==> src/rtl/md5crypt_pkt_pkg.sv <==
`default_nettype none

// layout of the comparator configuration packet
// and of the configuration memory the parser fills
package md5crypt_pkt_pkg;

	// first byte of every packet
	localparam logic [7:0] pkt_type_byte = 8'h00;
	// closing byte, anything else here is an error
	localparam logic [7:0] pkt_magic = 8'hCC;

	// salt length byte must be 1..salt_len_max
	localparam int salt_len_max = 16;
	// bytes of iteration count in the packet
	localparam int iter_bytes = 4;

	// configuration memory is 2**cfg_addr_width bytes
	localparam int cfg_addr_width = 5;

	// memory map
	// iteration count, lowest byte first
	localparam int off_iter = 0;
	// salt length, bytes 5..7 read as zero
	localparam int off_salt_len = 4;
	// salt, padded to salt_len_max bytes
	localparam int off_salt = 8;

endpackage

`default_nettype wire

==> src/rtl/md5crypt_cmp_pkg.sv <==
`default_nettype none

// comparator data
// only the low bits of each md5crypt hash are compared here,
// full verification happens elsewhere
package md5crypt_cmp_pkg;

	// compared bits of a hash
	localparam int hash_width = 32;

	// byte lanes per hash word, lowest byte arrives first
	localparam int hash_bytes = hash_width / 8;

	// target slots unless the top level says otherwise
	// any power of two from 4 upward works
	localparam int num_hashes_default = 16;

endpackage

`default_nettype wire

==> src/rtl/md5crypt_cmp_config.sv <==
`timescale 1ns/100ps
`default_nettype none

module md5crypt_cmp_config #(
	parameter int num_hashes = md5crypt_cmp_pkg::num_hashes_default
) (
	input  wire CLK,
	input  wire rst_n,
	// low: only packets without target hashes are legal
	input  wire mode_cmp,

	input  wire [7:0] din,
	input  wire wr_en,
	output logic full,
	output logic err,

	// handshake with the comparator
	output logic new_cmp_config,
	input  wire cmp_config_applied,

	// target byte stream into the comparator
	output logic [$clog2(num_hashes):0] hash_count,
	output logic [$clog2(num_hashes)+$clog2(md5crypt_cmp_pkg::hash_bytes)-1:0] cmp_wr_addr,
	output logic cmp_wr_en,
	output logic [7:0] cmp_din,

	// asynchronous read port for other subsystems
	input  wire [md5crypt_pkt_pkg::cfg_addr_width-1:0] cfg_addr,
	output logic [7:0] cfg_dout
);

	localparam int idx_w = $clog2(num_hashes);
	localparam int cnt_w = idx_w + 1;
	localparam int lane_w = $clog2(md5crypt_cmp_pkg::hash_bytes);
	localparam int addr_w = idx_w + lane_w;
	localparam int cfg_aw = md5crypt_pkt_pkg::cfg_addr_width;

	// last salt byte in memory
	localparam logic [cfg_aw-1:0] salt_last =
		cfg_aw'(md5crypt_pkt_pkg::off_salt + md5crypt_pkt_pkg::salt_len_max - 1);
	localparam logic [1:0] iter_last = 2'(md5crypt_pkt_pkg::iter_bytes - 1);

	// one-hot packet walk
	localparam logic [9:0] s_idle     = 10'b00_0000_0001;
	localparam logic [9:0] s_wait     = 10'b00_0000_0010;
	localparam logic [9:0] s_salt_len = 10'b00_0000_0100;
	localparam logic [9:0] s_salt     = 10'b00_0000_1000;
	localparam logic [9:0] s_iter     = 10'b00_0001_0000;
	localparam logic [9:0] s_cnt0     = 10'b00_0010_0000;
	localparam logic [9:0] s_cnt1     = 10'b00_0100_0000;
	localparam logic [9:0] s_data     = 10'b00_1000_0000;
	localparam logic [9:0] s_magic    = 10'b01_0000_0000;
	localparam logic [9:0] s_error    = 10'b10_0000_0000;

	logic [9:0] state;

	logic accept;
	logic [cfg_aw-1:0] salt_addr;
	logic [1:0] iter_cnt;
	// low hash count byte, waits for the high one
	logic [7:0] cnt_lo;
	logic [15:0] count_in;
	logic count_ok;
	logic [addr_w-1:0] byte_cnt;
	logic [addr_w-1:0] wr_last;

	// configuration memory
	logic [7:0] cfg_mem [2**cfg_aw];
	logic mem_wr_en;
	logic [cfg_aw-1:0] mem_wr_addr;
	logic cfg_unused;

	assign accept = wr_en & ~full;

	// stalled while the comparator applies the packet, forever after an error
	assign full = (state == s_wait) | (state == s_error);
	assign err = state == s_error;
	assign new_cmp_config = state == s_wait;

	// full 16-bit count as seen on the second count byte
	assign count_in = {din, cnt_lo};
	assign count_ok = (count_in <= 16'(num_hashes)) && (mode_cmp || count_in == 16'd0);

	always_ff @(posedge CLK or negedge rst_n) begin
		if (!rst_n) begin
			state <= s_idle;
			hash_count <= '0;
			cnt_lo <= '0;
			salt_addr <= '0;
			iter_cnt <= '0;
			byte_cnt <= '0;
			wr_last <= '0;
			cmp_wr_en <= 1'b0;
		end else begin
			// target bytes go out one cycle after they are taken
			cmp_wr_en <= accept & (state == s_data);

			if (state == s_wait) begin
				if (cmp_config_applied)
					state <= s_salt_len;
			end else if (accept) begin
				case (state)
				s_idle:
					state <= (din == md5crypt_pkt_pkg::pkt_type_byte) ? s_wait : s_error;
				s_salt_len: begin
					salt_addr <= cfg_aw'(md5crypt_pkt_pkg::off_salt);
					iter_cnt <= '0;
					if (din == 8'd0 || din > 8'(md5crypt_pkt_pkg::salt_len_max))
						state <= s_error;
					else
						state <= s_salt;
				end
				s_salt: begin
					salt_addr <= salt_addr + 1'b1;
					if (salt_addr == salt_last)
						state <= s_iter;
				end
				s_iter: begin
					iter_cnt <= iter_cnt + 1'b1;
					if (iter_cnt == iter_last)
						state <= s_cnt0;
				end
				s_cnt0: begin
					cnt_lo <= din;
					if (!mode_cmp && din != 8'd0)
						state <= s_error;
					else
						state <= s_cnt1;
				end
				s_cnt1: begin
					hash_count <= cnt_w'(count_in);
					byte_cnt <= '0;
					// address of the last target byte
					wr_last <= addr_w'({count_in, {lane_w{1'b0}}} - 1'b1);
					if (!count_ok)
						state <= s_error;
					else if (count_in == 16'd0)
						state <= s_magic;
					else
						state <= s_data;
				end
				s_data: begin
					byte_cnt <= byte_cnt + 1'b1;
					if (byte_cnt == wr_last)
						state <= s_magic;
				end
				s_magic:
					state <= (din == md5crypt_pkt_pkg::pkt_magic) ? s_idle : s_error;
				s_error:
					state <= s_error;
				default:
					state <= s_error;
				endcase
			end
		end
	end

	// target byte and its address, registered with cmp_wr_en
	always_ff @(posedge CLK) begin
		if (accept && state == s_data) begin
			cmp_din <= din;
			cmp_wr_addr <= byte_cnt;
		end
	end

	// salt length, salt and iteration count land in memory
	assign mem_wr_en = accept & ((state == s_salt_len) | (state == s_salt) | (state == s_iter));

	always_comb begin
		if (state == s_salt_len)
			mem_wr_addr = cfg_aw'(md5crypt_pkt_pkg::off_salt_len);
		else if (state == s_salt)
			mem_wr_addr = salt_addr;
		else
			mem_wr_addr = cfg_aw'(md5crypt_pkt_pkg::off_iter) + cfg_aw'(iter_cnt);
	end

	always_ff @(posedge CLK) begin
		if (mem_wr_en)
			cfg_mem[mem_wr_addr] <= din;
	end

	// bytes never written read as zero
	// the upper salt length bytes and the space past the salt
	assign cfg_unused = (cfg_addr > cfg_aw'(md5crypt_pkt_pkg::off_salt_len)
		&& cfg_addr < cfg_aw'(md5crypt_pkt_pkg::off_salt)) || cfg_addr > salt_last;

	assign cfg_dout = cfg_unused ? 8'd0 : cfg_mem[cfg_addr];

endmodule

`default_nettype wire

==> src/rtl/md5crypt_hash_collect.sv <==
`timescale 1ns/100ps
`default_nettype none

module md5crypt_hash_collect (
	input  wire CLK,
	input  wire rst_n,

	// computed hash bytes, lowest byte first
	input  wire [7:0] hash_din,
	input  wire hash_wr_en,
	output logic hash_full,

	// to the comparator
	output logic word_valid,
	output logic [md5crypt_cmp_pkg::hash_width-1:0] hash_word,
	input  wire word_taken
);

	localparam int lane_w = $clog2(md5crypt_cmp_pkg::hash_bytes);
	localparam logic [lane_w-1:0] lane_last = lane_w'(md5crypt_cmp_pkg::hash_bytes - 1);

	logic [lane_w-1:0] lane;
	logic accept;

	// back-pressure while a finished word waits
	assign hash_full = word_valid;
	assign accept = hash_wr_en & ~hash_full;

	always_ff @(posedge CLK or negedge rst_n) begin
		if (!rst_n) begin
			lane <= '0;
			word_valid <= 1'b0;
		end else if (accept) begin
			// lane wraps to 0 after the last byte
			lane <= lane + 1'b1;
			if (lane == lane_last)
				word_valid <= 1'b1;
		end else if (word_taken) begin
			word_valid <= 1'b0;
		end
	end

	// each byte into its own lane
	always_ff @(posedge CLK) begin
		if (accept)
			hash_word[8*lane +: 8] <= hash_din;
	end

endmodule

`default_nettype wire

==> src/rtl/md5crypt_comparator.sv <==
`timescale 1ns/100ps
`default_nettype none

module md5crypt_comparator #(
	parameter int num_hashes = md5crypt_cmp_pkg::num_hashes_default
) (
	input  wire CLK,
	input  wire rst_n,

	// configuration handshake with the parser
	input  wire new_cmp_config,
	output logic cmp_config_applied,

	// target byte stream
	input  wire [$clog2(num_hashes):0] hash_count,
	input  wire [$clog2(num_hashes)+$clog2(md5crypt_cmp_pkg::hash_bytes)-1:0] cmp_wr_addr,
	input  wire cmp_wr_en,
	input  wire [7:0] cmp_din,

	// computed words from the collector
	input  wire word_valid,
	input  wire [md5crypt_cmp_pkg::hash_width-1:0] hash_word,
	output logic word_taken,

	// search result
	output logic cmp_result,
	output logic cmp_equal,
	output logic [$clog2(num_hashes)-1:0] cmp_index
);

	localparam int idx_w = $clog2(num_hashes);
	localparam int cnt_w = idx_w + 1;
	localparam int lane_w = $clog2(md5crypt_cmp_pkg::hash_bytes);
	localparam int addr_w = idx_w + lane_w;

	typedef enum logic [1:0] {st_idle, st_apply, st_search} ctl_t;

	ctl_t state;

	// target words, one byte lane per write
	logic [md5crypt_cmp_pkg::hash_bytes-1:0][7:0] targets [num_hashes];

	logic [md5crypt_cmp_pkg::hash_width-1:0] word;
	// slots valid for new searches, zero until the target set is complete
	logic [cnt_w-1:0] active_cnt;
	// slots for the search in progress
	logic [cnt_w-1:0] srch_cnt;
	logic [idx_w-1:0] idx;
	logic [addr_w-1:0] last_addr;
	logic set_done;
	logic hit;
	logic scan_end;
	logic take;

	always_ff @(posedge CLK) begin
		if (cmp_wr_en)
			targets[cmp_wr_addr[addr_w-1:lane_w]][cmp_wr_addr[lane_w-1:0]] <= cmp_din;
	end

	// last target byte written, the new set is whole
	assign last_addr = addr_w'({hash_count, {lane_w{1'b0}}} - 1'b1);
	assign set_done = cmp_wr_en && cmp_wr_addr == last_addr;

	// a pending configuration has priority over waiting words
	assign take = state == st_idle && !new_cmp_config && word_valid;

	// an empty set never matches whatever the memory holds
	assign hit = srch_cnt != '0 && targets[idx] == word;
	assign scan_end = srch_cnt == '0 || {1'b0, idx} == srch_cnt - 1'b1;

	always_ff @(posedge CLK or negedge rst_n) begin
		if (!rst_n) begin
			state <= st_idle;
			active_cnt <= '0;
			srch_cnt <= '0;
			idx <= '0;
			cmp_config_applied <= 1'b0;
			word_taken <= 1'b0;
			cmp_result <= 1'b0;
		end else begin
			cmp_config_applied <= 1'b0;
			word_taken <= 1'b0;
			cmp_result <= 1'b0;

			if (set_done)
				active_cnt <= hash_count;

			case (state)
			st_idle:
				if (new_cmp_config) begin
					// old targets are about to be overwritten
					cmp_config_applied <= 1'b1;
					active_cnt <= '0;
					state <= st_apply;
				end else if (take) begin
					word_taken <= 1'b1;
					srch_cnt <= active_cnt;
					idx <= '0;
					state <= st_search;
				end
			// parser drops new_cmp_config on this edge
			st_apply:
				state <= st_idle;
			st_search:
				if (hit || scan_end)
					state <= st_idle;
				else
					idx <= idx + 1'b1;
			default:
				state <= st_idle;
			endcase

			if (state == st_search && (hit || scan_end))
				cmp_result <= 1'b1;
		end
	end

	// searched word and result payload
	always_ff @(posedge CLK) begin
		if (take)
			word <= hash_word;
		if (state == st_search && (hit || scan_end)) begin
			cmp_equal <= hit;
			cmp_index <= idx;
		end
	end

endmodule

`default_nettype wire

==> src/rtl/md5crypt_cmp_top.sv <==
`timescale 1ns/100ps
`default_nettype none

module md5crypt_cmp_top #(
	parameter int num_hashes = md5crypt_cmp_pkg::num_hashes_default
) (
	input  wire CLK,
	input  wire rst_n,

	// configuration packet stream
	input  wire mode_cmp,
	input  wire [7:0] din,
	input  wire wr_en,
	output logic full,
	output logic err,

	// configuration readback
	input  wire [md5crypt_pkt_pkg::cfg_addr_width-1:0] cfg_addr,
	output logic [7:0] cfg_dout,

	// computed hash bytes
	input  wire [7:0] hash_din,
	input  wire hash_wr_en,
	output logic hash_full,

	// match results
	output logic cmp_result,
	output logic cmp_equal,
	output logic [$clog2(num_hashes)-1:0] cmp_index
);

	localparam int idx_w = $clog2(num_hashes);
	localparam int lane_w = $clog2(md5crypt_cmp_pkg::hash_bytes);

	// parser to comparator
	logic new_cmp_config;
	logic cmp_config_applied;
	logic [idx_w:0] hash_count;
	logic [idx_w+lane_w-1:0] cmp_wr_addr;
	logic cmp_wr_en;
	logic [7:0] cmp_din;

	// collector to comparator
	logic word_valid;
	logic word_taken;
	logic [md5crypt_cmp_pkg::hash_width-1:0] hash_word;

	md5crypt_cmp_config #(
		.num_hashes(num_hashes)
	) config0 (
		.CLK(CLK),
		.rst_n(rst_n),
		.mode_cmp(mode_cmp),
		.din(din),
		.wr_en(wr_en),
		.full(full),
		.err(err),
		.new_cmp_config(new_cmp_config),
		.cmp_config_applied(cmp_config_applied),
		.hash_count(hash_count),
		.cmp_wr_addr(cmp_wr_addr),
		.cmp_wr_en(cmp_wr_en),
		.cmp_din(cmp_din),
		.cfg_addr(cfg_addr),
		.cfg_dout(cfg_dout)
	);

	md5crypt_hash_collect collect0 (
		.CLK(CLK),
		.rst_n(rst_n),
		.hash_din(hash_din),
		.hash_wr_en(hash_wr_en),
		.hash_full(hash_full),
		.word_valid(word_valid),
		.hash_word(hash_word),
		.word_taken(word_taken)
	);

	md5crypt_comparator #(
		.num_hashes(num_hashes)
	) cmp0 (
		.CLK(CLK),
		.rst_n(rst_n),
		.new_cmp_config(new_cmp_config),
		.cmp_config_applied(cmp_config_applied),
		.hash_count(hash_count),
		.cmp_wr_addr(cmp_wr_addr),
		.cmp_wr_en(cmp_wr_en),
		.cmp_din(cmp_din),
		.word_valid(word_valid),
		.hash_word(hash_word),
		.word_taken(word_taken),
		.cmp_result(cmp_result),
		.cmp_equal(cmp_equal),
		.cmp_index(cmp_index)
	);

endmodule

`default_nettype wire

==> config.mk <==
export PLATFORM = sky130hd
export DESIGN_NAME = md5crypt_cmp_top
export DESIGN_NICKNAME = d
export VERILOG_FILES = /design/src/rtl/md5crypt_pkt_pkg.sv /design/src/rtl/md5crypt_cmp_pkg.sv /design/src/rtl/md5crypt_cmp_config.sv /design/src/rtl/md5crypt_hash_collect.sv /design/src/rtl/md5crypt_comparator.sv /design/src/rtl/md5crypt_cmp_top.sv
export SDC_FILE = /design/constraint.sdc
export NUM_CORES = 1
export LEC_CHECK = 0
export BUFFER_PORTS_ARGS = -buffer_cell sky130_fd_sc_hd__clkbuf_2
export CAP_MARGIN = 20
export CELL_PAD_IN_SITES_DETAIL_PLACEMENT = 1
export CELL_PAD_IN_SITES_GLOBAL_PLACEMENT = 1
export CORE_MARGIN = 3
export CORE_UTILIZATION = 40
export CTS_BUF_LIST = sky130_fd_sc_hd__clkbuf_16
export DETAILED_ROUTE_END_ITERATION = 8
export GPL_ROUTABILITY_DRIVEN = 0
export GPL_TIMING_DRIVEN = 1
export PLACE_DENSITY = 0.57
export SLEW_MARGIN = 0
export SYNTH_ARGS = -nofsm -noshare
export SYNTH_HDL_FRONTEND = slang
export SYNTH_SLANG_ARGS = --single-unit
==> constraint.sdc <==
create_clock -name CLK -period 5.8 [get_ports CLK]
set_input_delay 0.87 -clock CLK [delete_from_list [all_inputs] [get_ports CLK]]
set_output_delay 0.87 -clock CLK [all_outputs]
set_load 0.05 [all_outputs]
---- After elaboration in Yosys (flattened, before gate mapping) ----
Memories as Yosys holds them, arrays and structs flattened.
Index checks and enable logic that the tools add are counted.
word-level totals
  register bits ........................... 148
  memories kept ........................... 2
  input bits .............................. 26
  memory bits (writable) .................. 768
  latch bits .............................. 0
  memory bits (read-only) ................. 0
memories
  memory           depth  bits a word  read ports  clocked after Yosys merged registers in  wr ports  line                       source
  cmp0.targets     16     32           1           0                                        1         md5crypt_comparator.sv:41  logic [md5crypt_cmp_pkg::hash_bytes-1:0][7:0] targets [num_hashes];
  config0.cfg_mem  32     8            1           0                                        1         md5crypt_cmp_config.sv:68  logic [7:0] cfg_mem [2**cfg_aw];
operators by class
  div/mod/pow operators ................... 0
  bitwise gates (word level) .............. 10
  $mul .................................... 0
  add/sub/neg operators ................... 9
  shifts and indexed selects .............. 2
  reduce and logical (&&, ||, !) cells .... 39
  muxes and demuxes ....................... 46
  eq/ne operators ......................... 29
  magnitude comparators ................... 7
operators with widths
  kind                       count
  $mux W10                   11
  $pmux W10 S8               1
  $neg A5 Y34                1
  $shift A8 B34 Y32 const A  1
  $shiftx A8 B34 Y32         1
  $bwmux W32                 1
  $eq A32 B32 Y1             1
  $mux W32                   1
  $mux W5                    5
  $reduce_and A3 Y1          6
  $demux W8 S2               1
  $le A16 B5 Y1 const B      1
  $logic_not A16 Y1          1
  $mux W8                    2
  $eq A6 B6 Y1               2
  $mux W1                    12
  $mux W4                    3
  $pmux W6 S2                1
  $reduce_bool A2 Y1         6
  $sub A6 B1 Y6 const B      2
  $eq A10 B1 Y1 const B      1
  $eq A10 B10 Y1 const B     1
  $eq A10 B2 Y1 const B      1
  $eq A10 B3 Y1 const B      1
  44 further kinds           78

---- Depth between registers and ports, before layout ----
  depth in word-level cells ............... 7
  depth in mapped cells ................... 15
  depth with buffers taken out ............ 10

---- Hierarchy ----
A second synthesis with hierarchy kept.
unflattened totals
  cells, all modules ...................... 1824
  area, all modules ....................... 34294.1 µm²
by module, submodules not included
  module                 area an instance (µm²)  cells an instance  sequential area each (µm²)  instances
  md5crypt_comparator    22449.0                 1121               16961.3                     1
  md5crypt_cmp_config    10377.5                 612                7238.2                      1
  md5crypt_hash_collect  1467.7                  91                 1036.0                      1

---- Least setup slack after synthesis ----
No wires, ideal clock.
  path type ............................... input port to output port
  from .................................... input port cfg_addr[0] (netlist name)
  to ...................................... output port cfg_dout[0]
  required time ........................... 4.930 ns
  stages .................................. 6
  path slack .............................. 1.524 ns
  arrival ................................. 3.406 ns
  buffers on the path ..................... 2
  path through ............................ clkbuf_1 > buf_1 > nor3b_1 > a21o_1 > o21ai_0 > a211oi_1
on the way
  cells in the longest elaborated chain, start to end .. 4
  elaborated cells on any way between the ends .. 7
  classes of those cells .................. order compare (3); mux (1); reduce/logical (2); memory (1)
ends and longest elaborated chain
  item                                                                    line                        source
  start: declaration                                                      md5crypt_cmp_top.sv:18      input wire [md5crypt_pkt_pkg::cfg_addr_width-1:0] cfg_addr,
  parallel branches: the longest is 3 deep, another holds $mem_v2 Z32 W8  -
  $mux W8 *                                                               md5crypt_cmp_config.sv:188  assign cfg_dout = cfg_unused ? 8'd0 : cfg_mem[cfg_addr];
  end: declaration                                                        md5crypt_cmp_top.sv:19      output logic [7:0] cfg_dout,
Every way passes the cells marked *.

---- Worst setup path in the final report ----
  from .................................... register cmp0.idx[0]
  to ...................................... register cmp0.cmp_index[3], enable pin
on the way
  cells in the longest elaborated chain, start to end .. 5
  elaborated cells on any way between the ends .. 7
  classes of those cells .................. eq/ne (2); reduce/logical (4); memory (1)
ends and longest elaborated chain
  item                      line                        source
  start: declaration        md5crypt_comparator.sv:48   logic [idx_w-1:0] idx;
  start signal: assignment  md5crypt_comparator.sv:108  idx <= idx + 1'b1;
  $mem_v2 Z16 W32           -
  $eq A32 B32 Y1            md5crypt_comparator.sv:68   assign hit = srch_cnt != '0 && targets[idx] == word;
  $logic_and A1 B1 Y1       md5crypt_comparator.sv:68
  net cmp0.hit              md5crypt_comparator.sv:51   logic hit;
  $logic_or A1 B1 Y1        md5crypt_comparator.sv:122  if (state == st_search && (hit || scan_end)) begin
  $logic_and A1 B1 Y1       md5crypt_comparator.sv:122
  end signal: assignment    md5crypt_comparator.sv:124  cmp_index <= idx;
  end: declaration          md5crypt_comparator.sv:28   output logic [$clog2(num_hashes)-1:0] cmp_index
The timed path passes the listed nets, and every way through them passes these cells.
A chain may end at the register's enable or synchronous reset.

==> metrics.csv <==
stage,metric,value,unit
floorplanning,Die X,296,um
clock_network,clock sink total,827,
global_route,first-pass GRT wire length,135000,um
clock_network,Root Buffer,clkbuf_16,
clock_network,"CTS clk-pin slew, worst paths",0.06,ns
detailed_routing,Routed Antenna Nets,0,
timing,Worst Skew,0.0355,ns
placement,HPWL Detailed,62200,um
flow_run,maxcap violations,0,
detailed_routing,DR pass1 iterations,5,
critical_path,R2R cell count,10,
timing,Slew Limit Headroom,0.266,
logic_synthesis,Synth Flop Type,edfxtp_1,
logic_synthesis,Synth Instances,1899,
logic_synthesis,Post-synth ARST share,0.0774,
logic_synthesis,number of synthesized flops with an enable pin,763,
timing,RSZ-0062 raised after global routing,no,
critical_path,CP Capture Point,cmp0.cmp_index[3]$_DFFE_PP_,
detailed_routing,Via density,5.73,
critical_path,Worst EP arrival,5.07,ns
global_route,initial antenna violation count,0,
detailed_routing,via count,18000,
timing,Final WS setup,0.995,ns
global_route,grt total ovfl,0,
timing,crit path time final,4.81,ns
timing,Final Max Slew Viols,0,
global_route,GR Util All Layers,0.216,
floorplanning,die area,0.0876,mm2
critical_path,"setup slack, reg-to-reg",0.99,ns
critical_path,CP Max Fanout,48,
timing,Worst Max-Slew Pin Slew,1.10,ns
critical_path,worst setup path startpoint,cmp0.idx[0]$_DFFE_PN0P_,
timing,"Hold Vio Cnt, Final",0,
pwr,Leak,12.2,nW
critical_path,FF-to-FF End,cmp0.cmp_index[3]$_DFFE_PP_,
critical_path,CP required,6.07,ns
critical_path,Worst R2R Start,cmp0.idx[0]$_DFFE_PN0P_,
cells_and_area,fraction of layout cells with a size suffix above 1,0.200,
placement,port buffer count,42,
critical_path,CP endpoint kind,flip-flop,
logic_synthesis,Synthesized Nets,1938,
logic_synthesis,"Cell Area, Synth",0.0337,mm2
timing,fin crit share,0.828,
placement,pre-CTS setup slack,1.02,ns
detailed_routing,Routed WL,93700,um
floorplanning,chip height,296,um
pwr,Power Dens Cells,342,mW/mm2
cells_and_area,area grow syn2layout,13.0,%
logic_synthesis,"area leader, netlist",edfxtp_1,
clock_network,CTS Hold Buffers Added,0,
logic_synthesis,syn_area_per_cell,17.7,um2
detailed_routing,routed wire length per instance,29.9,um
placement,Placed Cells incl. Taps,2973,
cells_and_area,Layout Utilization,0.459,
logic_synthesis,area share of the largest cell type after synthesis,0.681,
pwr,worst vdd ir,0.249,mV
timing,fmax,208,MHz
cells_and_area,nets,2032,
cells_and_area,ANT cells,0,
clock_network,Longest Clk Path Bufs,3,
critical_path,CP Class,reg2reg,
global_route,largest net degree at the start of global routing,65,
critical_path,Startpoint Class,flip-flop,
floorplanning,starting density of the core,0.407,
worst_hold_path,Hold Path Class,in2async,
floorplanning,Core Area,0.0828,mm2
clock_network,post-CTS setup buffers,0,
logic_synthesis,Netlist cell types,75,
cells_and_area,Final Non-Filler Cells,3134,
timing,final setup vio count,0,
outcome,status,completed,
clock_network,CTS tree,yes,
logic_synthesis,Synth Register Bits,827,
logic_synthesis,Synthesis Warnings,0,
clock_network,H-tree levels,3,
clock_network,CTS buffer count,88,
logic_synthesis,sequential area share after synthesis,0.728,
detailed_routing,number of remaining DRC errors,0,
cells_and_area,# fillers,7883,
global_route,vias in the first global route,18600,
clock_network,post-cts repair resize count,0,
floorplanning,IO Count,43,
floorplanning,Rows,105,
logic_synthesis,Synth area leaders,"edfxtp_1, mux4_2, dfrtp_1",
clock_network,worst skew pair latency,0.65,ns
detailed_routing,DRT iter0 DRCs,1495,
timing,TNS Setup,0,ns
layout by cell type (no fill, tap or decap), types with 40 or more instances in the layout:
cell,count
dfrtp_1,59
mux4_2,134
nor2_1,125
and2_1,43
edfxtp_1,763
o21ai_0,53
clkbuf_2,41
clkbuf_16,89
buf_4,47
nand2_1,70
mux2_2,40
inv_1,47
mux2i_1,90
cells in the mapped netlist (all sizes together) (5+ instances only):
master  number
nand2       70
nor2b       11
xor2        15
mux2        40
a21oi       27
nor4         8
o211ai       5
o21ai       53
a211oi      16
buf         45
or4          6
nand3       34
ha          13
mux2i       90
clkbuf      48
a22oi       17
nand4        9
mux4       138
a21o        10
and2        43
nand2b      12
nor3b       14
o22ai       17
nor3        24
a22o         6
edfxtp     763
or3         10
nor2       125
nand3b       8
a31oi        9
o31ai        6
dfrtp       63
a221oi      12
xnor2       27
inv         35
and3         5
o21a         9
stage by stage:
| stage | area, um2 | hold WS, ns | total power [mW] |
|---|---|---|---|
| CTS | 38000 | 0.391 | 13.1 |
| detailed placement | 35300 | 0.405 | 7.75 |
| finish | 38000 | 0.393 | 13.0 |
| global placement | 35200 | 0.402 | 7.73 |
| global route | 38000 | 0.408 | 13.4 |
| floorplan | 33700 | 0.400 | 7.36 |
how the worst min path moves through the flow:
stage | startpoint | end | slack, ns | cells after the start
final | rst_n | collect0.lane[0]$_DFFE_PN0P_ | 0.39 | 1
after global routing | collect0.hash_word[13]$_DFFE_PP_ | cmp0.word[13]$_DFFE_PP_ | 0.41 | 0
after CTS | rst_n | collect0.lane[0]$_DFFE_PN0P_ | 0.39 | 1
after detailed placement | collect0.hash_word[24]$_DFFE_PP_ | cmp0.word[24]$_DFFE_PP_ | 0.41 | 0
after global placement | collect0.hash_word[25]$_DFFE_PP_ | cmp0.word[25]$_DFFE_PP_ | 0.40 | 0
after floorplan | cmp0.word_taken$_DFF_PN0_ | collect0.hash_full$_DFFE_PN0P_ | 0.40 | 1
worst max-delay path, stage by stage (launching register included):
cell	delay, ns
dfrtp_4	1.03
mux4_2	0.61
mux2_2	0.27
a32oi_1	0.27
nand4_1	0.14
or4_1	0.51
or4_4	0.56
nor4_4	0.32
buf_4	0.23
nor2_1	0.07
nor2_1	0.40
kinds of logic after synthesis:
logic type	Yosys count	synth area share
adder cells (fa/ha/maj)	14	0.00513
XOR/XNOR	42	0.0109
multiplexers	268	0.133
AO/OA/AOI/OAI	223	0.0453
AND/OR/NAND/NOR	397	0.0601
buffers and inverters	128	0.0171
flip-flops	827	0.728
sequential cells by signal, summed over array words and instances (netlist names), 6 cells and up:
name / count
config0.cnt_lo: 8
config0.byte_cnt: 6
collect0.hash_word: 32
config0.state: 10
config0.cfg_mem: 168
config0.cmp_wr_addr: 6
cmp0.targets: 512
cmp0.word: 32
config0.cmp_din: 8
report_power, final:
group          switching [mW]  internal (mW)
logic                   0.570          0.231
clock network            2.34           3.06
registers               0.153           6.66
total                    3.06           9.95
routing by layer:
layer | part of all wire | global-route usage | vias up
li1 | - | - | 7765
met1 | 0.43 | 0.289 | 9575
met2 | 0.50 | 0.364 | 477
met3 | 0.044 | 0.0326 | 139
met4 | 0.032 | 0.0691 | 0
met5 | 0 | 0 | -
final cells by class:
cell class,count,area (um2),area share
Sequential cell,827,24500,0.645
Multi-Input combinational cell,944,8560,0.225
Clock buffer,89,2230,0.0586
Tap cell,1070,1340,0.0352
Timing Repair Buffer,97,694,0.0183
Clock inverter,72,533,0.0140
Inverter,35,131,0.00346
Note: power is estimated with default switching activity, not from simulation.
